<file path="src/hw/link_pkg.sv">
package link_pkg;

  localparam int BYTE_W   = 8;
  localparam int TX_DEPTH = 4;   // Transmit buffer entries
  localparam int RX_DEPTH = 4;   // Receive buffer entries

  typedef logic [BYTE_W-1:0] byte_t;

  // Receive credits granted by the host
  typedef logic [$clog2(RX_DEPTH+1)-1:0] credit_t;

  typedef logic [$clog2(TX_DEPTH)-1:0]   tx_ptr_t;
  typedef logic [$clog2(RX_DEPTH)-1:0]   rx_ptr_t;
  typedef logic [$clog2(TX_DEPTH+1)-1:0] tx_count_t;   // Fill level, 0 to TX_DEPTH
  typedef logic [$clog2(RX_DEPTH+1)-1:0] rx_count_t;   // Fill level, 0 to RX_DEPTH

endpackage

</file>
<file path="src/hw/uart_line_pkg.sv">
package uart_line_pkg;

  // Kept small so frames are short in simulation
  localparam int CLKS_PER_BIT = 16;
  localparam int DATA_BITS    = 8;

  // Sample point inside a bit, counted from the bit start
  localparam int HALF_BIT     = (CLKS_PER_BIT - 1) / 2;

  localparam int CLK_COUNT_W  = $clog2(CLKS_PER_BIT);

  // Counts clocks inside one bit time
  typedef logic [CLK_COUNT_W-1:0] clk_count_t;

  // Selects one of the data bits
  typedef logic [2:0] bit_index_t;

endpackage

</file>
<file path="src/hw/rx_credit_sender.sv">
module rx_credit_sender
(
  input  logic            i_Clock,
  input  logic            reset_n,
  input  logic            i_Rx_DV,
  input  link_pkg::byte_t i_Rx_Byte,
  input  logic            i_Rx_Credit,
  output logic            o_Rx_Valid,
  output link_pkg::byte_t o_Rx_Byte,
  output logic            o_Rx_Overrun
);

  link_pkg::byte_t     mem [link_pkg::RX_DEPTH];
  link_pkg::rx_ptr_t   wr_ptr;
  link_pkg::rx_ptr_t   rd_ptr;
  link_pkg::rx_count_t count;
  link_pkg::credit_t   credits;
  logic                full;
  logic                push;
  logic                pop;

  assign full = (count == link_pkg::rx_count_t'(link_pkg::RX_DEPTH));
  assign push = i_Rx_DV && !full;
  assign pop  = (count != '0) && (credits != '0);   // Needs both an entry and a credit

  assign o_Rx_Valid = pop;
  assign o_Rx_Byte  = mem[rd_ptr];

  always_ff @(posedge i_Clock)
  begin
    if (push)
      mem[wr_ptr] <= i_Rx_Byte;
  end

  always_ff @(posedge i_Clock)
  begin
    if (!reset_n)
    begin
      wr_ptr       <= '0;
      rd_ptr       <= '0;
      count        <= '0;
      credits      <= '0;
      o_Rx_Overrun <= 1'b0;
    end
    else
    begin
      o_Rx_Overrun <= i_Rx_DV && full;   // Byte dropped
      if (push)
        wr_ptr <= (wr_ptr == link_pkg::rx_ptr_t'(link_pkg::RX_DEPTH - 1)) ? '0 : wr_ptr + 1'b1;
      if (pop)
        rd_ptr <= (rd_ptr == link_pkg::rx_ptr_t'(link_pkg::RX_DEPTH - 1)) ? '0 : rd_ptr + 1'b1;
      if (push && !pop)
        count <= count + 1'b1;
      else if (pop && !push)
        count <= count - 1'b1;
      // Credit count saturates rather than wrapping
      if (i_Rx_Credit && !pop && (credits != '1))
        credits <= credits + 1'b1;
      else if (pop && !i_Rx_Credit)
        credits <= credits - 1'b1;
    end
  end

endmodule

</file>
<file path="src/hw/tx_credit_buffer.sv">
module tx_credit_buffer
(
  input  logic            i_Clock,
  input  logic            reset_n,
  input  logic            i_Tx_Valid,
  input  link_pkg::byte_t i_Tx_Byte,
  input  logic            i_Tx_Done,
  output logic            o_Tx_Credit,
  output logic            o_Tx_DV,
  output link_pkg::byte_t o_Tx_Byte
);

  link_pkg::byte_t     mem [link_pkg::TX_DEPTH];
  link_pkg::tx_ptr_t   wr_ptr;
  link_pkg::tx_ptr_t   rd_ptr;
  link_pkg::tx_count_t count;
  logic                in_flight;   // A byte is with the transmitter
  logic                push;
  logic                pop;

  // Host only writes while it holds credit, the full check is a safeguard
  assign push = i_Tx_Valid && (count != link_pkg::tx_count_t'(link_pkg::TX_DEPTH));
  assign pop  = (count != '0) && !in_flight;

  assign o_Tx_DV   = pop;
  assign o_Tx_Byte = mem[rd_ptr];

  always_ff @(posedge i_Clock)
  begin
    if (push)
      mem[wr_ptr] <= i_Tx_Byte;
  end

  always_ff @(posedge i_Clock)
  begin
    if (!reset_n)
    begin
      wr_ptr      <= '0;
      rd_ptr      <= '0;
      count       <= '0;
      in_flight   <= 1'b0;
      o_Tx_Credit <= 1'b0;
    end
    else
    begin
      o_Tx_Credit <= pop;   // One credit back per entry freed
      if (push)
        wr_ptr <= (wr_ptr == link_pkg::tx_ptr_t'(link_pkg::TX_DEPTH - 1)) ? '0 : wr_ptr + 1'b1;
      if (pop)
        rd_ptr <= (rd_ptr == link_pkg::tx_ptr_t'(link_pkg::TX_DEPTH - 1)) ? '0 : rd_ptr + 1'b1;
      if (push && !pop)
        count <= count + 1'b1;
      else if (pop && !push)
        count <= count - 1'b1;
      // Pop and done never meet, done only comes while in flight
      if (pop)
        in_flight <= 1'b1;
      else if (i_Tx_Done)
        in_flight <= 1'b0;
    end
  end

endmodule

</file>
<file path="src/hw/uart_link_top.sv">
module uart_link_top
(
  input  logic            i_Clock,
  input  logic            reset_n,
  input  logic            i_Tx_Valid,
  input  link_pkg::byte_t i_Tx_Byte,
  output logic            o_Tx_Credit,
  output logic            o_Tx_Active,
  output logic            o_Tx_Serial,
  input  logic            i_Rx_Serial,
  output logic            o_Rx_Valid,
  output link_pkg::byte_t o_Rx_Byte,
  input  logic            i_Rx_Credit,
  output logic            o_Rx_Frame_Err,
  output logic            o_Rx_Overrun
);

  logic            tx_dv;
  link_pkg::byte_t tx_byte;
  logic            tx_done;
  logic            rx_dv;
  link_pkg::byte_t rx_byte;

  // Host writes queue here until the transmitter is free
  tx_credit_buffer u_tx_buf
  (
    .i_Clock     (i_Clock),
    .reset_n     (reset_n),
    .i_Tx_Valid  (i_Tx_Valid),
    .i_Tx_Byte   (i_Tx_Byte),
    .i_Tx_Done   (tx_done),
    .o_Tx_Credit (o_Tx_Credit),
    .o_Tx_DV     (tx_dv),
    .o_Tx_Byte   (tx_byte)
  );

  uart_tx u_tx
  (
    .i_Clock     (i_Clock),
    .reset_n     (reset_n),
    .i_Tx_DV     (tx_dv),
    .i_Tx_Byte   (tx_byte),
    .o_Tx_Active (o_Tx_Active),
    .o_Tx_Serial (o_Tx_Serial),
    .o_Tx_Done   (tx_done)
  );

  uart_rx u_rx
  (
    .i_Clock        (i_Clock),
    .reset_n        (reset_n),
    .i_Rx_Serial    (i_Rx_Serial),
    .o_Rx_DV        (rx_dv),
    .o_Rx_Byte      (rx_byte),
    .o_Rx_Frame_Err (o_Rx_Frame_Err)
  );

  rx_credit_sender u_rx_send
  (
    .i_Clock      (i_Clock),
    .reset_n      (reset_n),
    .i_Rx_DV      (rx_dv),
    .i_Rx_Byte    (rx_byte),
    .i_Rx_Credit  (i_Rx_Credit),
    .o_Rx_Valid   (o_Rx_Valid),
    .o_Rx_Byte    (o_Rx_Byte),
    .o_Rx_Overrun (o_Rx_Overrun)
  );

endmodule

</file>
<file path="src/hw/uart_rx.sv">
module uart_rx
(
  input  logic            i_Clock,
  input  logic            reset_n,
  input  logic            i_Rx_Serial,
  output logic            o_Rx_DV,
  output link_pkg::byte_t o_Rx_Byte,
  output logic            o_Rx_Frame_Err
);

  typedef enum logic [2:0] {
    s_idle,
    s_start_bit,
    s_data_bits,
    s_stop_bit,
    s_cleanup
  } rx_state_t;

  rx_state_t                 state_cs;
  rx_state_t                 state_ns;
  uart_line_pkg::clk_count_t clock_count;
  uart_line_pkg::bit_index_t bit_index;
  logic                      rx_meta;
  logic                      rx_sync;
  logic                      rx_prev;
  logic                      bit_end;
  logic                      half_end;
  logic                      last_bit;

  assign bit_end  = (clock_count == uart_line_pkg::clk_count_t'(uart_line_pkg::CLKS_PER_BIT - 1));
  assign half_end = (clock_count == uart_line_pkg::clk_count_t'(uart_line_pkg::HALF_BIT));
  assign last_bit = (bit_index == uart_line_pkg::bit_index_t'(uart_line_pkg::DATA_BITS - 1));

  // Two flop synchronizer plus one more stage for edge detect
  always_ff @(posedge i_Clock)
  begin
    if (!reset_n)
    begin
      rx_meta <= 1'b1;
      rx_sync <= 1'b1;
      rx_prev <= 1'b1;
    end
    else
    begin
      rx_meta <= i_Rx_Serial;
      rx_sync <= rx_meta;
      rx_prev <= rx_sync;
    end
  end

  always_ff @(posedge i_Clock)
  begin
    if (!reset_n)
      state_cs <= s_idle;
    else
      state_cs <= state_ns;
  end

  always_comb
  begin
    state_ns = state_cs;
    case (state_cs)
      s_idle:      if (rx_prev && !rx_sync) state_ns = s_start_bit;
      s_start_bit: if (half_end) state_ns = rx_sync ? s_idle : s_data_bits;   // False start
      s_data_bits: if (bit_end && last_bit) state_ns = s_stop_bit;
      s_stop_bit:  if (bit_end) state_ns = s_cleanup;
      default:     state_ns = s_idle;
    endcase
  end

  // Each data bit lands in its own position, LSB first
  always_ff @(posedge i_Clock)
  begin
    if (state_cs == s_data_bits && bit_end)
      o_Rx_Byte[bit_index] <= rx_sync;
  end

  always_ff @(posedge i_Clock)
  begin
    if (!reset_n)
    begin
      o_Rx_DV        <= 1'b0;
      o_Rx_Frame_Err <= 1'b0;
      clock_count    <= '0;
      bit_index      <= '0;
    end
    else
    begin
      o_Rx_DV        <= 1'b0;
      o_Rx_Frame_Err <= 1'b0;
      case (state_cs)
        s_start_bit:
          clock_count <= half_end ? '0 : clock_count + 1'b1;   // Now aligned to bit middle
        s_data_bits:
        begin
          clock_count <= bit_end ? '0 : clock_count + 1'b1;
          if (bit_end)
            bit_index <= last_bit ? '0 : bit_index + 1'b1;
        end
        s_stop_bit:
        begin
          clock_count <= bit_end ? '0 : clock_count + 1'b1;
          if (bit_end)
          begin
            o_Rx_DV        <= rx_sync;
            o_Rx_Frame_Err <= !rx_sync;   // Stop bit read as 0
          end
        end
        default:
        begin
          clock_count <= '0;
          bit_index   <= '0;
        end
      endcase
    end
  end

endmodule

</file>
<file path="src/hw/uart_tx.sv">
module uart_tx
(
  input  logic            i_Clock,
  input  logic            reset_n,
  input  logic            i_Tx_DV,
  input  link_pkg::byte_t i_Tx_Byte,
  output logic            o_Tx_Active,
  output logic            o_Tx_Serial,
  output logic            o_Tx_Done
);

  typedef enum logic [2:0] {
    s_idle,
    s_start_bit,
    s_data_bits,
    s_stop_bit,
    s_cleanup
  } tx_state_t;

  tx_state_t                 state_cs;
  tx_state_t                 state_ns;
  uart_line_pkg::clk_count_t clock_count;
  uart_line_pkg::bit_index_t bit_index;
  link_pkg::byte_t           tx_data;
  logic                      bit_end;
  logic                      last_bit;

  assign bit_end  = (clock_count == uart_line_pkg::clk_count_t'(uart_line_pkg::CLKS_PER_BIT - 1));
  assign last_bit = (bit_index == uart_line_pkg::bit_index_t'(uart_line_pkg::DATA_BITS - 1));

  always_ff @(posedge i_Clock)
  begin
    if (!reset_n)
      state_cs <= s_idle;
    else
      state_cs <= state_ns;
  end

  always_comb
  begin
    state_ns = state_cs;
    case (state_cs)
      s_idle:      if (i_Tx_DV) state_ns = s_start_bit;
      s_start_bit: if (bit_end) state_ns = s_data_bits;
      s_data_bits: if (bit_end && last_bit) state_ns = s_stop_bit;
      s_stop_bit:  if (bit_end) state_ns = s_cleanup;
      default:     state_ns = s_idle;   // Cleanup lasts one clock
    endcase
  end

  // Byte is captured once per frame
  always_ff @(posedge i_Clock)
  begin
    if (state_cs == s_idle && i_Tx_DV)
      tx_data <= i_Tx_Byte;
  end

  always_ff @(posedge i_Clock)
  begin
    if (!reset_n)
    begin
      o_Tx_Serial <= 1'b1;   // Line idles high
      o_Tx_Active <= 1'b0;
      o_Tx_Done   <= 1'b0;
      clock_count <= '0;
      bit_index   <= '0;
    end
    else
    begin
      o_Tx_Done <= 1'b0;
      case (state_cs)
        s_idle:
        begin
          o_Tx_Serial <= 1'b1;
          clock_count <= '0;
          bit_index   <= '0;
          if (i_Tx_DV)
            o_Tx_Active <= 1'b1;
        end
        s_start_bit:
        begin
          o_Tx_Serial <= 1'b0;
          clock_count <= bit_end ? '0 : clock_count + 1'b1;
        end
        s_data_bits:
        begin
          o_Tx_Serial <= tx_data[bit_index];   // LSB first
          clock_count <= bit_end ? '0 : clock_count + 1'b1;
          if (bit_end)
            bit_index <= last_bit ? '0 : bit_index + 1'b1;
        end
        s_stop_bit:
        begin
          o_Tx_Serial <= 1'b1;
          clock_count <= bit_end ? '0 : clock_count + 1'b1;
          if (bit_end)
          begin
            o_Tx_Done   <= 1'b1;   // High for the cleanup clock only
            o_Tx_Active <= 1'b0;
          end
        end
        default:
          clock_count <= '0;
      endcase
    end
  end

endmodule
</file>
<file path="config.mk">
export PLATFORM = sky130hd
export DESIGN_NAME = uart_link_top
export DESIGN_NICKNAME = d
export VERILOG_FILES = /design/src/hw/link_pkg.sv /design/src/hw/uart_line_pkg.sv /design/src/hw/rx_credit_sender.sv /design/src/hw/tx_credit_buffer.sv /design/src/hw/uart_link_top.sv /design/src/hw/uart_rx.sv /design/src/hw/uart_tx.sv
export SDC_FILE = /design/constraint.sdc
export NUM_CORES = 1
export LEC_CHECK = 0
export BUFFER_PORTS_ARGS = -buffer_cell sky130_fd_sc_hd__buf_2
export CORE_UTILIZATION = 60
export DETAILED_ROUTE_END_ITERATION = 16
export PLACE_DENSITY_LB_ADDON = 0.12
export SYNTH_ARGS = -nofsm -noshare
export SYNTH_HDL_FRONTEND = slang
export SYNTH_SLANG_ARGS = --single-unit
</file>
<file path="constraint.sdc">
create_clock -name i_Clock -period 2.6 [get_ports i_Clock]
set_input_delay 0.26 -clock i_Clock [delete_from_list [all_inputs] [get_ports i_Clock]]
set_output_delay 0.26 -clock i_Clock [all_outputs]
set_load 0.02 [all_outputs]
</file>
==> key figures, run 1 <==
Detailed routing
  – Vias per cell: 5.49
  – Number of DRC violations after detailed routing: 0
  – Total number of vias: about 2800
  – Drt initial violations: 109
  – Final wirelength: between 8000 and 9000 um
  – Number of iterations in the first detailed-routing pass: 4
  – Average wire per cell in the routed design: about 16 um
  – Number of nets with antenna violations after routing: 0

Floorplanning
  – Total core area: 8340 um2
  – Die area: between 9000 and 10000 um2
  – Die height: 95.7 um
  – Floorplan die width: 95.7 um
  – Standard-cell row count: 33
  – Starting density of the core: 0.632
  – Number of primary I/O pins: 27

CTS
  – Gates resized, CTS repair: 0
  – Total CTS buffers: 17
  – Buffer depth of the longest clock path: 2
  – CTS sink cnt: 130
  – Clock tree root driver cell: sky130_fd_sc_hd__clkbuf_8
  – Clock transition time at the flip-flop clock pins of the worst setup and hold paths: ~60 ps
  – Clock tree from TritonCTS: built
  – H-tree lvl count: 4
  – Latest clock arrival within the worst-skew pair: 510 ps

Timing
  – Max Fclk: around 0.43 GHz
  – Max transition margin: 0.570
  – Total negative slack for setup checks: 0 ps
  – Clock period minus final worst setup slack: ~2300 ps
  – Setup violators final: 0
  – Slew at the pin closest to its max-slew limit: 644 ps
  – Final setup skew: 12.9 ps
  – Setup repair after global routing missed its margin: false
  – Final hold viol count: 0
  – Part of the cycle the worst path needs: 0.892
  – Count of final max-slew check failures: 0

Logic synthesis
  – Cells taking the most area after synthesis: sky130_fd_sc_hd__edfxtp_1 46%, sky130_fd_sc_hd__dfxtp_1 19%, sky130_fd_sc_hd__mux4_2 7.7%
  – Number of distinct library cell variants in the gate-level netlist after synthesis: 50
  – Post-Synthesis Mean Instance Area: roughly 15 um2
  – Synth Net Count: between 300 and 400
  – Most area-hungry cell type in the Yosys netlist: sky130_fd_sc_hd__edfxtp_1
  – Yosys top cell area share: 0.456
  – Yosys warning count: 0
  – Synthesized instance count: approximately 360
  – Post-synth EDFFs: 80
  – Flip-flop and latch count after synthesis: 130
  – Share of the yosys chip area belonging to registers: 0.646
  – Syn Std Cell Area: roughly 5300 um2
  – Synth async-reset ratio: 0
  – Main synth FF type: sky130_fd_sc_hd__edfxtp_1

Cells and area
  – Area Overhead vs Synth: 17.2%
  – Fraction of layout cells with a size suffix above 1: 0.210
  – Post-route insts no fill: just over 500
  – Fillcell total: ~540
  – Ant diodes: 0
  – Total Nets Final: 435

Worst setup path
  – Largest fanout of any net on the critical path: 4
  – Arrival time reported for the critical path endpoint: between 2000 and 3000 ps
  – CP required: just over 3000 ps
  – Startpoint type of the worst setup path: register
  – Endpoint type of the worst setup path: register
  – Kind of critical path: register to register

Pwr
  – Cell leakage power: between 2 and 2.5 nW
  – Power per unit of standard cell area: 994 nW/um2
  – IR Drop Worst-Case VDD: roughly 0.67 mV

Status
  – Status: finished, final reports clean

Placed design
  – Cell total after placement: roughly 480
  – GP Congestion: ~0.8
  – Count of buffers from port buffering: 26
  – HPWL Detailed: 5390 um

Global routing
  – Largest net degree at the start of global routing: 21
  – Number of antenna violations at the first check in global routing: 0
  – Overall global routing resource usage: 0.217
  – Total overflow reported by the global router: 0
  – Via count of the first global-routing pass: 2937
  – First-pass GRT wire length: roughly 14000 um

Flow run
  – Max-cap violation count: 0

Hold path
  – Class of the worst hold path: input port to register
-- stage by stage --
stage                     setup slack [ps]  hold slack (ps)  power [mW]  instance area [um2]   util
after floorplan                        451              359        3.53                 5270      -
after global placement                 395              391        3.76                 5490  0.658
after detailed placement               318              401        3.82                 5490  0.658
after CTS                              248             94.0        6.20                 6170  0.740
after global routing                  83.5             98.7        6.42                 6170  0.740
final                                  280             95.9        6.14                 6170  0.740
-- worst paths after layout --
path	from	to	slack, ps	cells past startpoint
worst max-delay path	u_rx_send.count[0]$_SDFFE_PN0P_	u_rx_send.count[2]$_SDFFE_PN0P_	280	8
worst min-delay path	reset_n	u_rx.rx_prev$_SDFF_PN1_	100	2
worst max register to register	u_rx_send.count[0]$_SDFFE_PN0P_	u_rx_send.count[2]$_SDFFE_PN0P_	280	8
worst min register to register	u_rx.rx_meta$_SDFF_PN1_	u_rx.rx_sync$_SDFF_PN1_	420	1
-- flip-flops by register name, indices dropped and copies added (netlist names), 4 cells and up, named ones only --
register,cells
u_rx.clock_count,4
u_rx.o_Rx_Byte,8
u_tx.tx_data,8
u_tx_buf.mem,32
u_tx.clock_count,4
u_rx_send.mem,32
-- cell usage after synthesis, drive strengths merged (4+ instances only) --
library cell and instances:
edfxtp 80, dfxtp 50, nor2 28, ha 18
mux4 18, nand2 16, mux2i 15, nor2b 13
and2 12, inv 11, nand2b 11, nor3 8
a21boi 7, buf 7, nand3 7, xor2 6
clkbuf 5, xnor2 5, and3 4
-- metal layers --
layer  part of all wire  up-vias  track usage
li1                   -     1408            -
met1               0.46     1388        0.264
met2               0.50       41        0.361
met3              0.028       11       0.0727
met4              0.013        0       0.0771
met5                  0        -            0
-- critical path, cell delays in order (launching register included) --
cell                       delay (ps)
sky130_fd_sc_hd__dfxtp_1          350
sky130_fd_sc_hd__or2_4            270
sky130_fd_sc_hd__o32ai_4          200
sky130_fd_sc_hd__ha_1             260
sky130_fd_sc_hd__inv_1             70
sky130_fd_sc_hd__fa_1             440
sky130_fd_sc_hd__xor2_1           170
sky130_fd_sc_hd__or3_1            320
sky130_fd_sc_hd__a21boi_0         160
-- where the power goes --
group	internal [mW]	total (mW)	switching (mW)	leakage, nW
logic	0.580	1.11	0.526	0.813
registers	2.45	2.69	0.243	1.13
clock network	1.42	2.34	0.922	0.291
total	4.45	6.14	1.69	2.24
-- layout by cell type (no fill, tap or decap), types with 3 or more instances in the layout --
cell                             n
sky130_fd_sc_hd__nand2b_1       11
sky130_fd_sc_hd__clkinv_4        4
sky130_fd_sc_hd__o21ai_0         3
sky130_fd_sc_hd__nand2_1        16
sky130_fd_sc_hd__dfxtp_1        50
sky130_fd_sc_hd__ha_1           18
sky130_fd_sc_hd__edfxtp_1       80
sky130_fd_sc_hd__dlygate4sd3_1   9
sky130_fd_sc_hd__and2_1         12
sky130_fd_sc_hd__inv_1          10
sky130_fd_sc_hd__clkbuf_16      16
sky130_fd_sc_hd__inv_6           5
sky130_fd_sc_hd__nor2_1         28
sky130_fd_sc_hd__xor2_1          6
sky130_fd_sc_hd__mux4_2         18
sky130_fd_sc_hd__xnor2_1         5
sky130_fd_sc_hd__a21boi_0        5
sky130_fd_sc_hd__mux2i_1        15
sky130_fd_sc_hd__fa_1            3
sky130_fd_sc_hd__a22oi_1         3
sky130_fd_sc_hd__nand3_1         6
sky130_fd_sc_hd__nor3_1          8
sky130_fd_sc_hd__and3_1          4
sky130_fd_sc_hd__buf_4           3
sky130_fd_sc_hd__buf_2          26
sky130_fd_sc_hd__or3_1           3
sky130_fd_sc_hd__nor2b_1        13
-- cell type report --
cell class / count / area, um2 / area share
Tap cell: 105 / 131 / 0.0213
Clock buffer: 18 / 428 / 0.0693
Inverter: 11 / 43.8 / 0.00709
Sequential cell: 130 / 3400 / 0.551
Multi-Input combinational cell: 203 / 1760 / 0.284
Clock inverter: 14 / 169 / 0.0274
Timing Repair Buffer: 38 / 243 / 0.0393
-- kinds of logic (layout without fill, tap and decap cells) --
group | count (synthesis) | in the layout | share of synthesized area
flops | 130 | 130 | 0.646
simple gates | 111 | 111 | 0.112
mux | 34 | 34 | 0.108
compound gates | 26 | 26 | 0.0408
buf+inv | 23 | 81 | 0.0207
fa+ha+maj | 21 | 21 | 0.0541
xor+xnor | 11 | 11 | 0.0183
-- repair_timing --
| action | in CTS | in global routing |
|---|---|---|
| endpoints found under the hold margin | 33 | 0 |
| buffers inserted | 0 | 0 |
| hold buffers | 9 | 0 |
(Power assumes the default switching activity.)
==> run 2, diff against run 1 <==
Settings changed: REMOVE_ABC_BUFFERS set to 1.
==> run 2 against run 1 <==
- clock skew shrank 5.5 ps
- non-clock buffer count is 1 lower
- routed wire length decreased by 3.0%
- critical path depth unchanged
- flip-flop and latch count unchanged
- cell area decreased by 0.61%
- global-route usage shrank 1.2 points
- via count grew 0.77%
- utilization fell by 0.45 points
- hold slack got worse by 28 ps
- die area unchanged
- sequential power hardly changed
- critical path type unchanged
- critical endpoint is now u_tx_buf.count[2]$_SDFFE_PN0P_
==> key figures, run 2 (same netlist as run 1, synthesis figures left out) <==
Status
  – Status: finished, final reports clean

Global routing
  – Overall global routing resource usage: 0.205
  – Total overflow reported by the global router: 0
  – Via count of the first global-routing pass: about 2900
  – Largest net degree at the start of global routing: 27
  – First-pass GRT wire length: 13300 um
  – Number of antenna violations at the first check in global routing: 0

CTS
  – Post-CTS Setup Bufs: 0
  – Clock tree root driver cell: sky130_fd_sc_hd__clkbuf_8
  – Gates resized, CTS repair: 0
  – Clock tree from TritonCTS: built
  – H-tree lvl count: 4
  – Post-CTS Hold Fix Bufs: 9
  – Buffer depth of the longest clock path: 2
  – Latest clock arrival within the worst-skew pair: 510 ps
  – Total CTS buffers: 17
  – CTS sink cnt: 130
  – Clock transition time at the flip-flop clock pins of the worst setup and hold paths: roughly 60 ps

Timing
  – Count of final max-slew check failures: 0
  – Worst hold slack: slightly below 70 ps
  – Final hold viol count: 0
  – Max transition margin: 0.582
  – Total negative slack for setup checks: 0 ps
  – Slew at the pin closest to its max-slew limit: around 630 ps
  – Clock period minus final worst setup slack: 2310 ps
  – Max Fclk: around 0.43 GHz
  – Setup violators final: 0
  – Final setup skew: about 7.4 ps
  – Crit path setup slack, layout: between 200 and 300 ps
  – Part of the cycle the worst path needs: 0.887
  – Setup repair after global routing missed its margin: false

Worst setup path
  – Startpoint type of the worst setup path: register
  – CP required: ~3000 ps
  – Kind of critical path: register to register
  – Endpoint type of the worst setup path: register
  – Largest fanout of any net on the critical path: 7
  – Arrival time reported for the critical path endpoint: around 2700 ps

Cells and area
  – Final cell area excluding filler cells: roughly 6000 um2
  – FF+latch area: 3400 um2
  – Most frequent cells in the layout: 80 x sky130_fd_sc_hd__edfxtp_1, 50 x sky130_fd_sc_hd__dfxtp_1, 28 x sky130_fd_sc_hd__nor2_1
  – Largest registers in the final layout: u_rx_send.mem: 32 flops, u_tx_buf.mem: 32 flops
  – Fraction of layout cells with a size suffix above 1: 0.206
  – Most common library cell in the layout ignoring fill and taps: sky130_fd_sc_hd__edfxtp_1
  – Fillcell total: approximately 540
  – Ant diodes: 0
  – Total Nets Final: ~430
  – Area Overhead vs Synth: 16.5%
  – Area of the multi-input gates: ~1800 um2

Placed design
  – Worst slack, placed: between 200 and 300 ps
  – Count of buffers from port buffering: 26
  – HPWL Detailed: 5360 um
  – GP Congestion: 0.783
  – Post-detailed-placement cell area: 5480 um2

Floorplanning
  – Total core area: between 8000 and 9000 um2
  – Floorplan die width: 95.7 um
  – Die area: 9160 um2
  – Number of primary I/O pins: 27
  – Standard-cell row count: 33
  – Starting density of the core: 0.632
  – Die height: approximately 96 um

Detailed routing
  – Average wire per cell in the routed design: about 16 um
  – Final wirelength: 8280 um
  – Total number of vias: approximately 2900
  – Number of DRC violations after detailed routing: 0
  – Vias per cell: 5.54
  – Drt initial violations: 77
  – Number of iterations in the first detailed-routing pass: 4
  – Number of nets with antenna violations after routing: 0

Pwr
  – Cell leakage power: ~2.2 nW
  – Design Power: a little under 6 mW
  – IR Drop Worst-Case VDD: between 0.5 and 0.6 mV
  – Power per unit of standard cell area: 970 nW/um2

Hold path
  – Class of the worst hold path: input port to register

Flow run
  – Max-cap violation count: 0
[run 2: cell types whose count changed in the layout (fill, tap and decap cells not counted), sizes merged]
cell	previous run	this run
bufinv	2	1
clkinvlp	1	2
buf	29	28
clkbuf	18	17
clkinv	4	6
inv	18	17
[run 2: final timing paths]
kind / from / to / slack [ps] / cells past startpoint
worst min-delay path: reset_n / u_rx.rx_prev$_SDFF_PN1_ / 70 / 2
worst max register to register: u_tx_buf.count[0]$_SDFFE_PN0P_ / u_tx_buf.count[2]$_SDFFE_PN0P_ / 290 / 8
worst max-delay path: u_tx_buf.count[0]$_SDFFE_PN0P_ / u_tx_buf.count[2]$_SDFFE_PN0P_ / 290 / 8
worst min register to register: u_rx.rx_meta$_SDFF_PN1_ / u_rx.rx_sync$_SDFF_PN1_ / 420 / 1
[run 2: layout make-up]
type,instances,share of cell area
tap,105,0.0214
sequential,130,0.555
clock inverter,15,0.0249
multi-input combinational,203,0.286
clock buffer,17,0.0675
inverter,11,0.00714
timing repair buffer,37,0.0383
[run 2: critical path, cell delays in order, from the launching register on]
cell and delay (ps):
sky130_fd_sc_hd__dfxtp_1 410, sky130_fd_sc_hd__nor2_1 80, sky130_fd_sc_hd__a21boi_2 300, sky130_fd_sc_hd__ha_1 250
sky130_fd_sc_hd__inv_1 70, sky130_fd_sc_hd__fa_1 430, sky130_fd_sc_hd__xor2_1 160, sky130_fd_sc_hd__or3_1 310
sky130_fd_sc_hd__a21boi_0 210
[run 2: per-layer routing]
metal,vias up,part of all wire,track usage
met5,-,0,0
met3,9,0.033,0.0616
met1,1397,0.43,0.219
met2,56,0.53,0.376
met4,0,0.011,0.0858
li1,1408,-,-
[run 2: stage by stage]
| stage | util | cells |
|---|---|---|
| 6_report | 0.736 | 518 |
| 5_1_grt | 0.736 | 518 |
| 4_1_cts | 0.736 | 518 |
| 3_5_place_dp | 0.657 | 477 |
| 3_3_place_gp | 0.657 | 477 |
| 2_1_floorplan | - | 344 |
[run 2: where the power goes]
group          internal (mW)  total, mW  switching, mW
clock network           1.30       2.23          0.931
logic                  0.559       1.04          0.483
registers               2.45       2.68          0.233
